--- src/hdl/dma_pkg.sv ---
package dma_pkg;

   // datapath
   localparam int DATA_W   = 32;
   localparam int BYTES    = DATA_W / 8;
   localparam int OFFSET_W = $clog2(BYTES);

   // addressing, byte address in and word address out
   localparam int ADDR_W  = 16;
   localparam int WADDR_W = ADDR_W - OFFSET_W;

   // transfer sizing
   localparam int LEN_W     = 8;
   localparam int BURST_LEN = 4; // max words per burst

   // register map
   localparam int REG_AW = 2;

   localparam logic [REG_AW-1:0] REG_SRC  = 2'd0;
   localparam logic [REG_AW-1:0] REG_LEN  = 2'd1;
   localparam logic [REG_AW-1:0] REG_CTRL = 2'd2;

endpackage

--- src/hdl/dma_regs.sv ---
module dma_regs (
   input  logic                        clk_i,
   input  logic                        rst_i,
   input  logic                        reg_we_i,
   input  logic [dma_pkg::REG_AW-1:0]  reg_addr_i,
   input  logic [dma_pkg::DATA_W-1:0]  reg_wdata_i,
   output logic [dma_pkg::DATA_W-1:0]  reg_rdata_o,
   input  logic                        busy_i,
   output logic                        start_o,
   output logic [dma_pkg::ADDR_W-1:0]  src_addr_o,
   output logic [dma_pkg::LEN_W-1:0]   len_o
);
   import dma_pkg::*;

   logic [ADDR_W-1:0] src_q;
   logic [LEN_W-1:0]  len_q;
   logic              start_q;
   logic              start_req;

   // a start is only taken from idle with something to move
   assign start_req = reg_we_i && (reg_addr_i == REG_CTRL) && !busy_i && (len_q != '0);

   always_ff @(posedge clk_i or posedge rst_i) begin
      if (rst_i) begin
         src_q   <= '0;
         len_q   <= '0;
         start_q <= 1'b0;
      end else begin
         start_q <= start_req; // single cycle pulse
         if (reg_we_i) begin
            case (reg_addr_i)
               REG_SRC: src_q <= reg_wdata_i[ADDR_W-1:0];
               REG_LEN: len_q <= reg_wdata_i[LEN_W-1:0];
               default: ;
            endcase
         end
      end
   end

   // read mux
   always_comb begin
      reg_rdata_o = '0;
      case (reg_addr_i)
         REG_SRC:  reg_rdata_o[ADDR_W-1:0] = src_q;
         REG_LEN:  reg_rdata_o[LEN_W-1:0]  = len_q;
         REG_CTRL: reg_rdata_o[0]          = busy_i;
         default:  reg_rdata_o = '0;
      endcase
   end

   assign start_o    = start_q;
   assign src_addr_o = src_q;
   assign len_o      = len_q;

endmodule

--- src/hdl/dma_read_ctrl.sv ---
module dma_read_ctrl (
   input  logic                        clk_i,
   input  logic                        rst_i,
   input  logic                        start_i,
   input  logic [dma_pkg::ADDR_W-1:0]  src_addr_i,
   input  logic [dma_pkg::LEN_W-1:0]   len_i,
   output logic                        mem_req_o,
   output logic [dma_pkg::WADDR_W-1:0] mem_addr_o,
   input  logic                        mem_rvalid_i,
   output logic                        burst_last_o,
   output logic                        transfer_last_o,
   output logic                        busy_o
);
   import dma_pkg::*;

   typedef enum logic [1:0] {
      ST_IDLE,
      ST_ISSUE,
      ST_WAIT
   } state_t;

   state_t            state_q;
   logic [WADDR_W-1:0] waddr_q;
   logic [LEN_W-1:0]  req_left_q;  // words not yet requested
   logic [LEN_W-1:0]  iss_left_q;  // requests left in this burst
   logic [LEN_W-1:0]  ret_burst_q; // returns pending in this burst
   logic [LEN_W-1:0]  ret_total_q; // returns pending in the transfer

   function automatic logic [LEN_W-1:0] burst_size(input logic [LEN_W-1:0] n);
      logic [LEN_W-1:0] max_len;
      max_len = LEN_W'(BURST_LEN);
      return (n > max_len) ? max_len : n;
   endfunction

   assign mem_req_o       = (state_q == ST_ISSUE);
   assign mem_addr_o      = waddr_q;
   assign burst_last_o    = mem_rvalid_i && (ret_burst_q == LEN_W'(1));
   assign transfer_last_o = mem_rvalid_i && (ret_total_q == LEN_W'(1));

   // drops on the final return, so the flush cycle already reads idle
   assign busy_o = (state_q != ST_IDLE) || start_i;

   always_ff @(posedge clk_i or posedge rst_i) begin
      if (rst_i) begin
         state_q     <= ST_IDLE;
         req_left_q  <= '0;
         iss_left_q  <= '0;
         ret_burst_q <= '0;
         ret_total_q <= '0;
      end else begin
         if (mem_rvalid_i) begin
            ret_burst_q <= ret_burst_q - 1'b1;
            ret_total_q <= ret_total_q - 1'b1;
         end

         case (state_q)
            ST_IDLE: begin
               if (start_i) begin
                  req_left_q  <= len_i;
                  ret_total_q <= len_i;
                  iss_left_q  <= burst_size(len_i);
                  ret_burst_q <= burst_size(len_i);
                  state_q     <= ST_ISSUE;
               end
            end
            ST_ISSUE: begin
               req_left_q <= req_left_q - 1'b1;
               iss_left_q <= iss_left_q - 1'b1;
               if (iss_left_q == LEN_W'(1))
                  state_q <= ST_WAIT;
            end
            ST_WAIT: begin
               if (transfer_last_o) begin
                  state_q <= ST_IDLE;
               end else if (burst_last_o) begin
                  // next burst starts right after the last return
                  iss_left_q  <= burst_size(req_left_q);
                  ret_burst_q <= burst_size(req_left_q);
                  state_q     <= ST_ISSUE;
               end
            end
            default: state_q <= ST_IDLE;
         endcase
      end
   end

   always_ff @(posedge clk_i) begin
      if (start_i && state_q == ST_IDLE)
         waddr_q <= src_addr_i[ADDR_W-1:OFFSET_W];
      else if (mem_req_o)
         waddr_q <= waddr_q + 1'b1;
   end

endmodule

--- src/hdl/burst_align.sv ---
module burst_align (
   input  logic                         clk_i,
   input  logic                         rst_i,
   input  logic [dma_pkg::OFFSET_W-1:0] offset_i,
   input  logic                         start_i,
   input  logic                         burst_last_i,
   input  logic                         transfer_last_i,
   input  logic [dma_pkg::DATA_W-1:0]   data_in_i,
   input  logic                         valid_in_i,
   output logic [dma_pkg::DATA_W-1:0]   data_out_o,
   output logic                         valid_out_o,
   output logic                         last_transfer_o
);
   import dma_pkg::*;

   logic [OFFSET_W-1:0] offset_q;
   logic                primed_q;  // store holds a word of this transfer
   logic                flush_q;
   logic [DATA_W-1:0]   stored_q;
   logic [DATA_W-1:0]   in_word;
   logic [2*DATA_W-1:0] joined;

   // flush pads with zeros past the fetched region
   assign in_word = flush_q ? '0 : data_in_i;

   always_comb begin
      joined     = {in_word, stored_q} >> {offset_q, 3'b000};
      data_out_o = joined[DATA_W-1:0];
   end

   assign valid_out_o     = (primed_q && valid_in_i) || flush_q;
   assign last_transfer_o = flush_q;

   always_ff @(posedge clk_i or posedge rst_i) begin
      if (rst_i) begin
         offset_q <= '0;
         primed_q <= 1'b0;
         flush_q  <= 1'b0;
      end else begin
         flush_q <= burst_last_i && transfer_last_i;
         if (start_i) begin
            offset_q <= offset_i; // held for the whole transfer
            primed_q <= 1'b0;
         end
         if (valid_in_i)
            primed_q <= 1'b1;
      end
   end

   always_ff @(posedge clk_i) begin
      if (valid_in_i)
         stored_q <= data_in_i;
   end

endmodule

--- src/hdl/dma_align_top.sv ---
module dma_align_top (
   input  logic                        clk_i,
   input  logic                        rst_i,
   input  logic                        reg_we_i,
   input  logic [dma_pkg::REG_AW-1:0]  reg_addr_i,
   input  logic [dma_pkg::DATA_W-1:0]  reg_wdata_i,
   output logic [dma_pkg::DATA_W-1:0]  reg_rdata_o,
   output logic                        mem_req_o,
   output logic [dma_pkg::WADDR_W-1:0] mem_addr_o,
   input  logic                        mem_rvalid_i,
   input  logic [dma_pkg::DATA_W-1:0]  mem_rdata_i,
   output logic                        out_valid_o,
   output logic [dma_pkg::DATA_W-1:0]  out_data_o,
   output logic                        out_last_o
);
   import dma_pkg::*;

   logic              busy;
   logic              start;
   logic [ADDR_W-1:0] src_addr;
   logic [LEN_W-1:0]  len;
   logic              burst_last;
   logic              transfer_last;

   dma_regs u_regs (
      .clk_i       (clk_i),
      .rst_i       (rst_i),
      .reg_we_i    (reg_we_i),
      .reg_addr_i  (reg_addr_i),
      .reg_wdata_i (reg_wdata_i),
      .reg_rdata_o (reg_rdata_o),
      .busy_i      (busy),
      .start_o     (start),
      .src_addr_o  (src_addr),
      .len_o       (len)
   );

   dma_read_ctrl u_read_ctrl (
      .clk_i           (clk_i),
      .rst_i           (rst_i),
      .start_i         (start),
      .src_addr_i      (src_addr),
      .len_i           (len),
      .mem_req_o       (mem_req_o),
      .mem_addr_o      (mem_addr_o),
      .mem_rvalid_i    (mem_rvalid_i),
      .burst_last_o    (burst_last),
      .transfer_last_o (transfer_last),
      .busy_o          (busy)
   );

   burst_align u_align (
      .clk_i           (clk_i),
      .rst_i           (rst_i),
      .offset_i        (src_addr[OFFSET_W-1:0]),
      .start_i         (start),
      .burst_last_i    (burst_last),
      .transfer_last_i (transfer_last),
      .data_in_i       (mem_rdata_i),
      .valid_in_i      (mem_rvalid_i),
      .data_out_o      (out_data_o),
      .valid_out_o     (out_valid_o),
      .last_transfer_o (out_last_o)
   );

endmodule

--- config.mk ---
export PLATFORM = sky130hd
export DESIGN_NAME = dma_align_top
export DESIGN_NICKNAME = d
export VERILOG_FILES = /design/src/hdl/dma_pkg.sv /design/src/hdl/dma_regs.sv /design/src/hdl/dma_read_ctrl.sv /design/src/hdl/burst_align.sv /design/src/hdl/dma_align_top.sv
export SDC_FILE = /design/constraint.sdc
export NUM_CORES = 1
export LEC_CHECK = 0
export BUFFER_PORTS_ARGS = -buffer_cell sky130_fd_sc_hd__buf_2
export CAP_MARGIN = 30
export CORE_UTILIZATION = 44
export CTS_CLUSTER_SIZE = 14
export DETAILED_ROUTE_END_ITERATION = 8
export PLACE_DENSITY = 0.68
export SYNTH_ARGS = -nofsm -noshare
export SYNTH_HDL_FRONTEND = slang
export SYNTH_SLANG_ARGS = --single-unit
--- constraint.sdc ---
create_clock -name clk_i -period 5.25 [get_ports clk_i]
set_clock_uncertainty 0.15 [all_clocks]
set_input_delay 0.525 -clock clk_i [delete_from_list [all_inputs] [get_ports clk_i]]
set_output_delay 0.525 -clock clk_i [all_outputs]
set_load 0.1 [all_outputs]
### Word-level counts from Yosys, hierarchy flattened

Cells that the tools add are included.

* word-level logic and storage cells: 86
* register bits after elaboration: 109
* input port bits: 70

* order comparisons: 2
* $add $sub $neg: 5
* shift-type cells: 1
* equal/unequal tests: 12
* multiplexer cells: 29
* reduce and logical (&&, ||, !) cells: 24

Operator list (number)
* 8-bit 2-to-1 mux: 14
* 64-bit by 5-bit >> shifter with 32-bit output: 1
* 32-bit 2-to-1 mux: 1
* 8-bit one-hot mux with 2 select lines: 2
* 8-bit by 1-bit subtractor with 8-bit output, second input constant: 4
* 14-bit 2-to-1 mux: 2
* 8-bit by 1-bit == test with 1-bit output, second input constant: 3
* 8-bit one-hot mux with 3 select lines: 1
* 8-bit by 3-bit > comparator with 1-bit output, second input constant: 2
* 14-bit by 1-bit adder with 14-bit output, second input constant: 1
* 7-bit one-hot mux with 2 select lines: 1
* 1-bit logical AND: 8
* 2-bit 2-to-1 mux: 4
* 2-bit nonzero test: 4
* 8-bit nonzero test: 1
* 2-bit one-hot mux with 3 select lines: 1
* 2-bit AND reduction: 3
* 2-bit by 1-bit == test with 1-bit output, second input constant: 2
* 2-bit == test, second input constant: 2
* 2-bit zero test: 2
* 2-bit by 1-bit inequality test with 1-bit output, second input constant: 2
* 2-bit inequality test, second input constant: 2
* 4-bit AND reduction: 1
* 3-bit by 1-bit inequality test with 1-bit output, second input constant: 1
* 6 further kinds: 8

### Logic depth before layout (Yosys ltp)

Gate-level depths: netlist of the first run.

* depth in word-level cells: 5
* depth in mapped cells: 8
* mapped depth without buffers: 7

### Modules after synthesis

From an unflattened synthesis of the first run, not the netlist that was laid out.

* cell total of the unflattened synthesis: 564
* area, all modules: 6333.6 um2

By module, submodules not included
* dma_read_ctrl: cells each 323, times used 1, area an instance 2945.3 um2
* burst_align: cells each 139, times used 1, area an instance 2117.0 um2
* dma_regs: cells each 102, times used 1, area an instance 1271.2 um2

### Worst setup path after synthesis of the first run

Ideal clock, no wire load.

* kind: register -> output
* start: reg u_read_ctrl.state_q[0]
* end: out reg_rdata_o[0] (netlist bit)
* arrival: 3.096 ns
* required time: 4.575 ns
* buffers on the path: 0
* slack: 1.479 ns
* cell stages (with the launch flop): 7
* cell sequence: dfrtp_1 > inv_1 > ha_1 > nor2b_1 > nand2_1 > o21ai_0 > o21ai_0

* longest elaborated chain between the ends: 3

Ends and longest elaborated chain
* start, declared: line dma_read_ctrl.sv:22 `state_t state_q;`
* start signal, assigned: line dma_read_ctrl.sv:45 `state_q <= ST_IDLE;`
* start signal, assigned: line dma_read_ctrl.sv:63 `state_q <= ST_ISSUE;`
* start signal, assigned: line dma_read_ctrl.sv:70 `state_q <= ST_WAIT;`
* 2-bit nonzero test: line dma_read_ctrl.sv:41 `assign busy_o = (state_q != ST_IDLE) || start_i;`
* 1-bit logical OR: line dma_read_ctrl.sv:41
* 1-bit one-hot mux with 3 select lines: line dma_regs.sv:43 `case (reg_addr_i)`
* end, declared: line dma_align_top.sv:7 `output logic [dma_pkg::DATA_W-1:0] reg_rdata_o,`

No other way between the ends.

### Worst setup path in the final report of the first run

* start: reg u_align.offset_q[0]
* end: out out_data_o[27] (netlist bit)

* longest elaborated chain between the ends: 1

Ends and longest elaborated chain
* start, declared: line burst_align.sv:16 `logic [OFFSET_W-1:0] offset_q;`
* start signal, assigned: line burst_align.sv:42 `offset_q <= offset_i;`
* 64-bit by 5-bit >> shifter with 32-bit output: line burst_align.sv:27 `joined = {in_word, stored_q} >> {offset_q, 3'b000};`
* end, declared: line dma_align_top.sv:13 `output logic [dma_pkg::DATA_W-1:0] out_data_o,`

No other way between the ends.

==> reports/summary.txt, run 1 <==
Status: completed
CP peak stage delay: 0.56 ns
Worst path bufs/invs: 3
Async set-reset flop share out of synthesis: 57.8%
TritonCTS Buffers: 9
Worst-Margin Slew: 0.881 ns
Synth unique cells: 52
Final slew viol count: 0
GPL Wtd Cong: 0.918
TritonRoute pass-1 iters: 6
Synthesis-to-finish area growth: 16.6%
Setup-failing EPs final: 0
Crit-path slowest cell: nor2_1
Worst-path fanout max: 55
Area contributors post-synth: dfrtp_1 26%, edfxtp_1 23%, mux2_2 5.4%
First-pass GRT wire length: 22.4 mm
Final Cycle Share: 74.5%
Crit path time final: 3.91 ns
Worst hold path class: primary input to register
Layout cells sized above 1: 26.9%
Clock buffer depth: 2
DR vias: 4639
Yosys warnings: 0
CTS tree: done
MaxCap Viol Count: 0
Crit. End Element: primary output
Worst Path Required: 4.58 ns
RSZ-0062 raised after global routing: no
Commonest cells in the synthesized netlist: 63 x dfrtp_1, 50 x nand2_1, 49 x nor2_1, 46 x edfxtp_1, 37 x o21ai_0
CP Class: register to primary output
Antenna Nets Post-Route: 0
Synth Flop Type: dfrtp_1
IO Pins: 151
Yosys reg bits: 109
Final HPWL DP: 10.1 mm
Die area: 14100 um2
Critical path arrival: 3.24 ns
N_diodes: 0
Post-cts sizing count: 0
Drt drc: 0
Wire length per cell: 15.9 um
Final setup margin: 1.34 ns
Cell family with most CP delay: buffers and inverters
CORE AREA: 13300 um2
Clk sink count: 109
Initial cell density of the core: 45.2%
Postcts setup bufs: 0
Post-Place Worst Slack: 1.72 ns
Yosys top cell by area: dfrtp_1
Die Wd: 119 um
Most common cell in the netlist: dfrtp_1
Std-Cell Rows: 42
H-tree depth: 3
Post-synth EDFFs: 46
Vias in the first global route: 4419
Initial antenna violation count: 0
Hold bufs inserted after CTS: 0
Mean post-synth cell area: 10.5 um2
Port Buffer Count: 118
Final hold viol count: 0
Initial DRC Count: 334
Area fraction of the dominant cell type after synthesis: 26.2%
Post-synthesis sequential area ratio: 49.2%
Mapped Cells: 574
Setup TNS Final: 0 ns
Nets@finish: 768
Cell Area, Synth: 6020 um2
GR Overflow Total: 0
Root buffer cell: clkbuf_16
Rel. slew slack: 41.3%
FMAX: 0.256 GHz
Die height: 119 um
GRT Resource Usage Total: 19.9%
Reg clk slew, reported paths: 0.07 ns
Vias/cell: 5.36
WL final: 13.7 mm
Placed insts: 848
Worst-Skew Late Latency: 0.35 ns
Fin cells: 865
Startpoint types: register
Largest net degree at the start of global routing: 64
CP Cell Sequence: buf_4 > clkinv_1 > nor2_1 > a22oi_1 > o22ai_1 > buf_2
## state kept, by name (all words and copies together) (netlist names), 8 cells and up
signal                   count
u_align.stored_q            32
u_regs.src_addr_o           16
u_read_ctrl.mem_addr_o      14
u_read_ctrl.iss_left_q       8
u_read_ctrl.req_left_q       8
u_read_ctrl.ret_burst_q      8
u_read_ctrl.ret_total_q      8
u_regs.len_o                 8
## path summary, 6_finish.rpt
check	startpoint	end	slack [ns]	cells after the start
max	u_align.offset_q[0]	out_data_o[27]	1.34	6
min	mem_rdata_i[24]	u_align.stored_q[24]	0.20	1
max reg2reg	u_read_ctrl.state_q[1]	u_read_ctrl.mem_addr_o[8]	2.61	4
min reg2reg	u_align.primed_q	u_align.primed_q	0.34	1
max in group asynchronous	rst_i	u_align.offset_q[0]	4.16	3
min in group asynchronous	rst_i	u_align.primed_q	0.22	3
## cell type report
class | instances | area [um2]
clock buffer | 10 | 229
fill | 1181 | 6280
clock inverter | 6 | 62.6
tap | 176 | 220
sequential | 109 | 2960
inverter | 17 | 63.8
multi-input combinational | 422 | 2840
timing repair buffer | 125 | 643
## metrics by stage
stage	instance area, um2	hold slack [ns]	util, %
2_1_floorplan	6070	0.302	-
3_3_place_gp	6720	0.317	50.5
3_5_place_dp	6720	0.327	50.5
4_1_cts	7010	0.188	52.7
5_1_grt	7020	0.188	52.8
6_report	7020	0.197	52.8
## layer usage
metal | track usage (%) | vias up | routed length, um
met5 | 0 | - | 0
met4 | 4.43 | 0 | 122
met3 | 4.69 | 11 | 846
met2 | 32.2 | 137 | 6400
met1 | 27.1 | 2225 | 6360
li1 | - | 2266 | -
## logic make-up after synthesis
logic type / after synthesis / share of synthesized area, %
adders and majority gates: 14 / 2.91
muxes: 64 / 11.9
AOI/OAI and AO/OA: 135 / 13.9
DFF: 109 / 49.2
buffers and inverters: 58 / 4.62
xor gates and xnor gates: 25 / 3.64
other: 1 / 0.0623
and+or+nand+nor: 168 / 13.8
## cells in the final DEF, fill, tap and decap left out, types with 3 or more instances in the layout
| master | synthesis | routed |
|---|---|---|
| nor2_1 | 49 | 48 |
| ha_1 | 14 | 14 |
| nor2b_1 | 16 | 16 |
| a22oi_1 | 7 | 7 |
| and2_1 | 9 | 9 |
| mux2_2 | 29 | 29 |
| mux2i_1 | 32 | 32 |
| o22ai_1 | 16 | 16 |
| nand3_1 | 11 | 11 |
| a21oi_1 | 33 | 33 |
| buf_2 | 0 | 118 |
| nor3_1 | 7 | 7 |
| a211oi_1 | 15 | 15 |
| xor2_1 | 10 | 10 |
| mux4_2 | 3 | 3 |
| nand4_1 | 3 | 3 |
| nand2_1 | 50 | 50 |
| dfrtp_1 | 63 | 62 |
| buf_4 | 16 | 7 |
| clkbuf_16 | 0 | 9 |
| o41ai_1 | 3 | 3 |
| and3_1 | 3 | 3 |
| o22a_1 | 6 | 6 |
| nand2b_1 | 4 | 4 |
| edfxtp_1 | 46 | 46 |
| xnor2_1 | 15 | 15 |
| o21ai_0 | 37 | 37 |
| conb_1 | 1 | 16 |
| a31oi_1 | 5 | 5 |
| inv_1 | 16 | 15 |
| o221ai_1 | 3 | 3 |
Power of run 1 is not shown: default switching activity piles up to over one toggle a cycle in this logic, so the estimate is an artifact.
==> run 2: changes to the inputs <==
--- a/config.mk
+++ b/config.mk
@@ -10,7 +10,7 @@
 export CORE_UTILIZATION = 44
 export CTS_CLUSTER_SIZE = 14
 export DETAILED_ROUTE_END_ITERATION = 8
-export PLACE_DENSITY = 0.68
+export PLACE_DENSITY = 0.71
 export SYNTH_ARGS = -nofsm -noshare
 export SYNTH_HDL_FRONTEND = slang
 export SYNTH_SLANG_ARGS = --single-unit
==> constraint.sdc (replaced) <==
create_clock -name clk_i -period 3.45 [get_ports clk_i]
set_clock_uncertainty 0.15 [all_clocks]
set_input_delay 0.345 -clock clk_i [delete_from_list [all_inputs] [get_ports clk_i]]
set_output_delay 0.345 -clock clk_i [all_outputs]
set_load 0.1 [all_outputs]
==> run 2 against run 1 <==
  * Cell count grew 0.35%
  * Via count is 2.8% higher
  * Global-route usage fell by 0.17 points
  * Sequential share of layout area shrank 0.67 points
  * Wire length is 0.13% lower
  * Critical endpoint is now out_data_o[13]
==> reports/summary.txt, run 2 (synthesized netlist as in run 1, its figures left out) <==
Max reg flops: 32 (unchanged)
TritonCTS Buffers: 9 (unchanged)
Cell family with most CP delay: buffers and inverters
N_diodes: 0 (unchanged)
Final HPWL DP: 10.2 mm (+1.0%)
Largest net degree at the start of global routing: 55 (-14%)
Worst hold path class: primary input to register
Std-Cell Rows: 42 (unchanged)
Rel. slew slack: 38.3% (-2.9 points)
Placed cell areas: 6830 um2 (+1.6%)
CORE AREA: 13300 um2 (unchanged)
Setup-failing EPs final: 0 (unchanged)
Worst Path Required: 2.95 ns (-1.63 ns)
Post-cts sizing count: 0 (unchanged)
GR Overflow Total: 0 (unchanged)
Wire length per cell: 15.8 um (-0.48%)
Die height: 119 um (unchanged)
Layout cells sized above 1: 28.6% (+1.8 points)
Crit-path slowest cell: nor2_1
Final Cycle Share: 86.9%
Crit path time final: 3.00 ns
Initial antenna violation count: 0 (unchanged)
Critical path arrival: 2.50 ns (-0.74 ns)
Post-Place Worst Slack: 0.864 ns (-0.853 ns)
Final hold slack: 0.0198 ns (-0.177 ns)
Hold bufs inserted after CTS: 1 (+1)
Commonest non-fill, non-tap cell in the layout: buf_2
Die Wd: 119 um (unchanged)
Vias/cell: 5.49 (+2.4%)
GRT Resource Usage Total: 19.7% (-0.17 points)
CP Launch Point: u_align.offset_q[0]
Worst path bufs/invs: 2 (-1)
DR vias: 4768 (+2.8%)
Worst-Skew Late Latency: 0.35 ns (about the same)
H-tree depth: 3 (unchanged)
Nets@finish: 771 (+0.39%)
Port Buffer Count: 118 (unchanged)
Register with the most flip-flops: u_align.stored_q
Final slew viol count: 0 (unchanged)
Drt drc: 0 (unchanged)
Antenna Nets Post-Route: 0 (unchanged)
CP Class: register to primary output
Synthesis-to-finish area growth: 18.5%
Initial DRC Count: 304 (-9.0%)
CP Cell Sequence: clkinv_1 > nor2_1 > a22oi_1 > a21oi_1 > buf_2
IO Pins: 151 (unchanged)
Worst r2r src: u_read_ctrl.ret_burst_q[5]
Startpoint types: register
Setup TNS Final: 0 ns (unchanged)
Status: completed
Final setup margin: 0.452 ns (-0.886 ns)
MaxCap Viol Count: 0 (unchanged)
Postcts setup bufs: 0 (unchanged)
Vias in the first global route: 4446 (+0.61%)
Root buffer cell: clkbuf_16
Final Cell Area: 7130 um2 (+1.6%)
Initial cell density of the core: 45.2% (unchanged)
FMAX: 0.334 GHz
CP peak stage delay: 0.59 ns (+0.03 ns)
Reg clk slew, reported paths: 0.08 ns (about the same)
Worst-path fanout max: 10 (-82%)
Most frequent cells in the layout: 116 x buf_2, 62 x dfrtp_1, 50 x nand2_1, 48 x nor2_1, 46 x edfxtp_1
Worst-Margin Slew: 0.925 ns (+0.0442 ns)
First-pass GRT wire length: 22.2 mm (-0.87%)
Clk sink count: 109 (unchanged)
GPL Wtd Cong: 0.880 (-4.1%)
WL final: 13.7 mm (-0.13%)
RSZ-0062 raised after global routing: no
Crit. End Element: primary output
Final hold viol count: 0 (unchanged)
Min-delay src: mem_rdata_i[29]
CTS tree: done
TritonRoute pass-1 iters: 5 (-1)
Die area: 14100 um2 (unchanged)
Clock buffer depth: 2 (unchanged)
-- run 2: cell types whose count changed in the layout (fill, tap and decap cells not counted) --
cell,change
dlygate4sd3_1,+1
inv_8,+1
o21ai_0,-1
clkbuf_1,-1
bufinv_16,-1
o22ai_2,+10
o21ai_1,+1
inv_6,+4
buf_4,+2
clkinvlp_4,-1
clkinv_2,-2
buf_12,+2
o22ai_1,-10
buf_2,-2
-- run 2: final cells by class --
class	count	area, um2
fillers	1155	6170
flip-flops and latches	109	2960
multi-input cells	422	2900
repair buffers	128	698
clock buffers	9	225
well taps	176	220
inverters	17	63.8
clock inverters	7	61.3
-- run 2: routing by layer --
layer	global-route usage (%)	share of wire (%)	vias to the layer above
li1	-	-	2279
met1	27.4	46	2312
met2	32.2	48	167
met3	3.26	5.2	10
met4	5.06	0.87	0
met5	0	0	-
-- run 2: metrics by stage --
step / util [%] / std cells
after detailed placement: 51.3 / 850
final: 53.6 / 868
after global routing: 53.6 / 868
after global placement: 51.3 / 850
after CTS: 53.6 / 867
after floorplan: - / 589
-- run 2: path summary, 6_finish.rpt --
| path | to | slack [ns] | depth (start not counted) |
|---|---|---|---|
| max | out_data_o[13] | 0.45 | 5 |
| min | u_align.stored_q[29] | 0.02 | 1 |
| max reg2reg | u_read_ctrl.state_q[0] | 0.93 | 5 |
| min reg2reg | u_align.primed_q | 0.34 | 1 |
| max in group asynchronous | u_regs.src_addr_o[8] | 2.08 | 4 |
| min in group asynchronous | u_align.primed_q | 0.39 | 3 |
Power of run 2 is left out for the same reason.
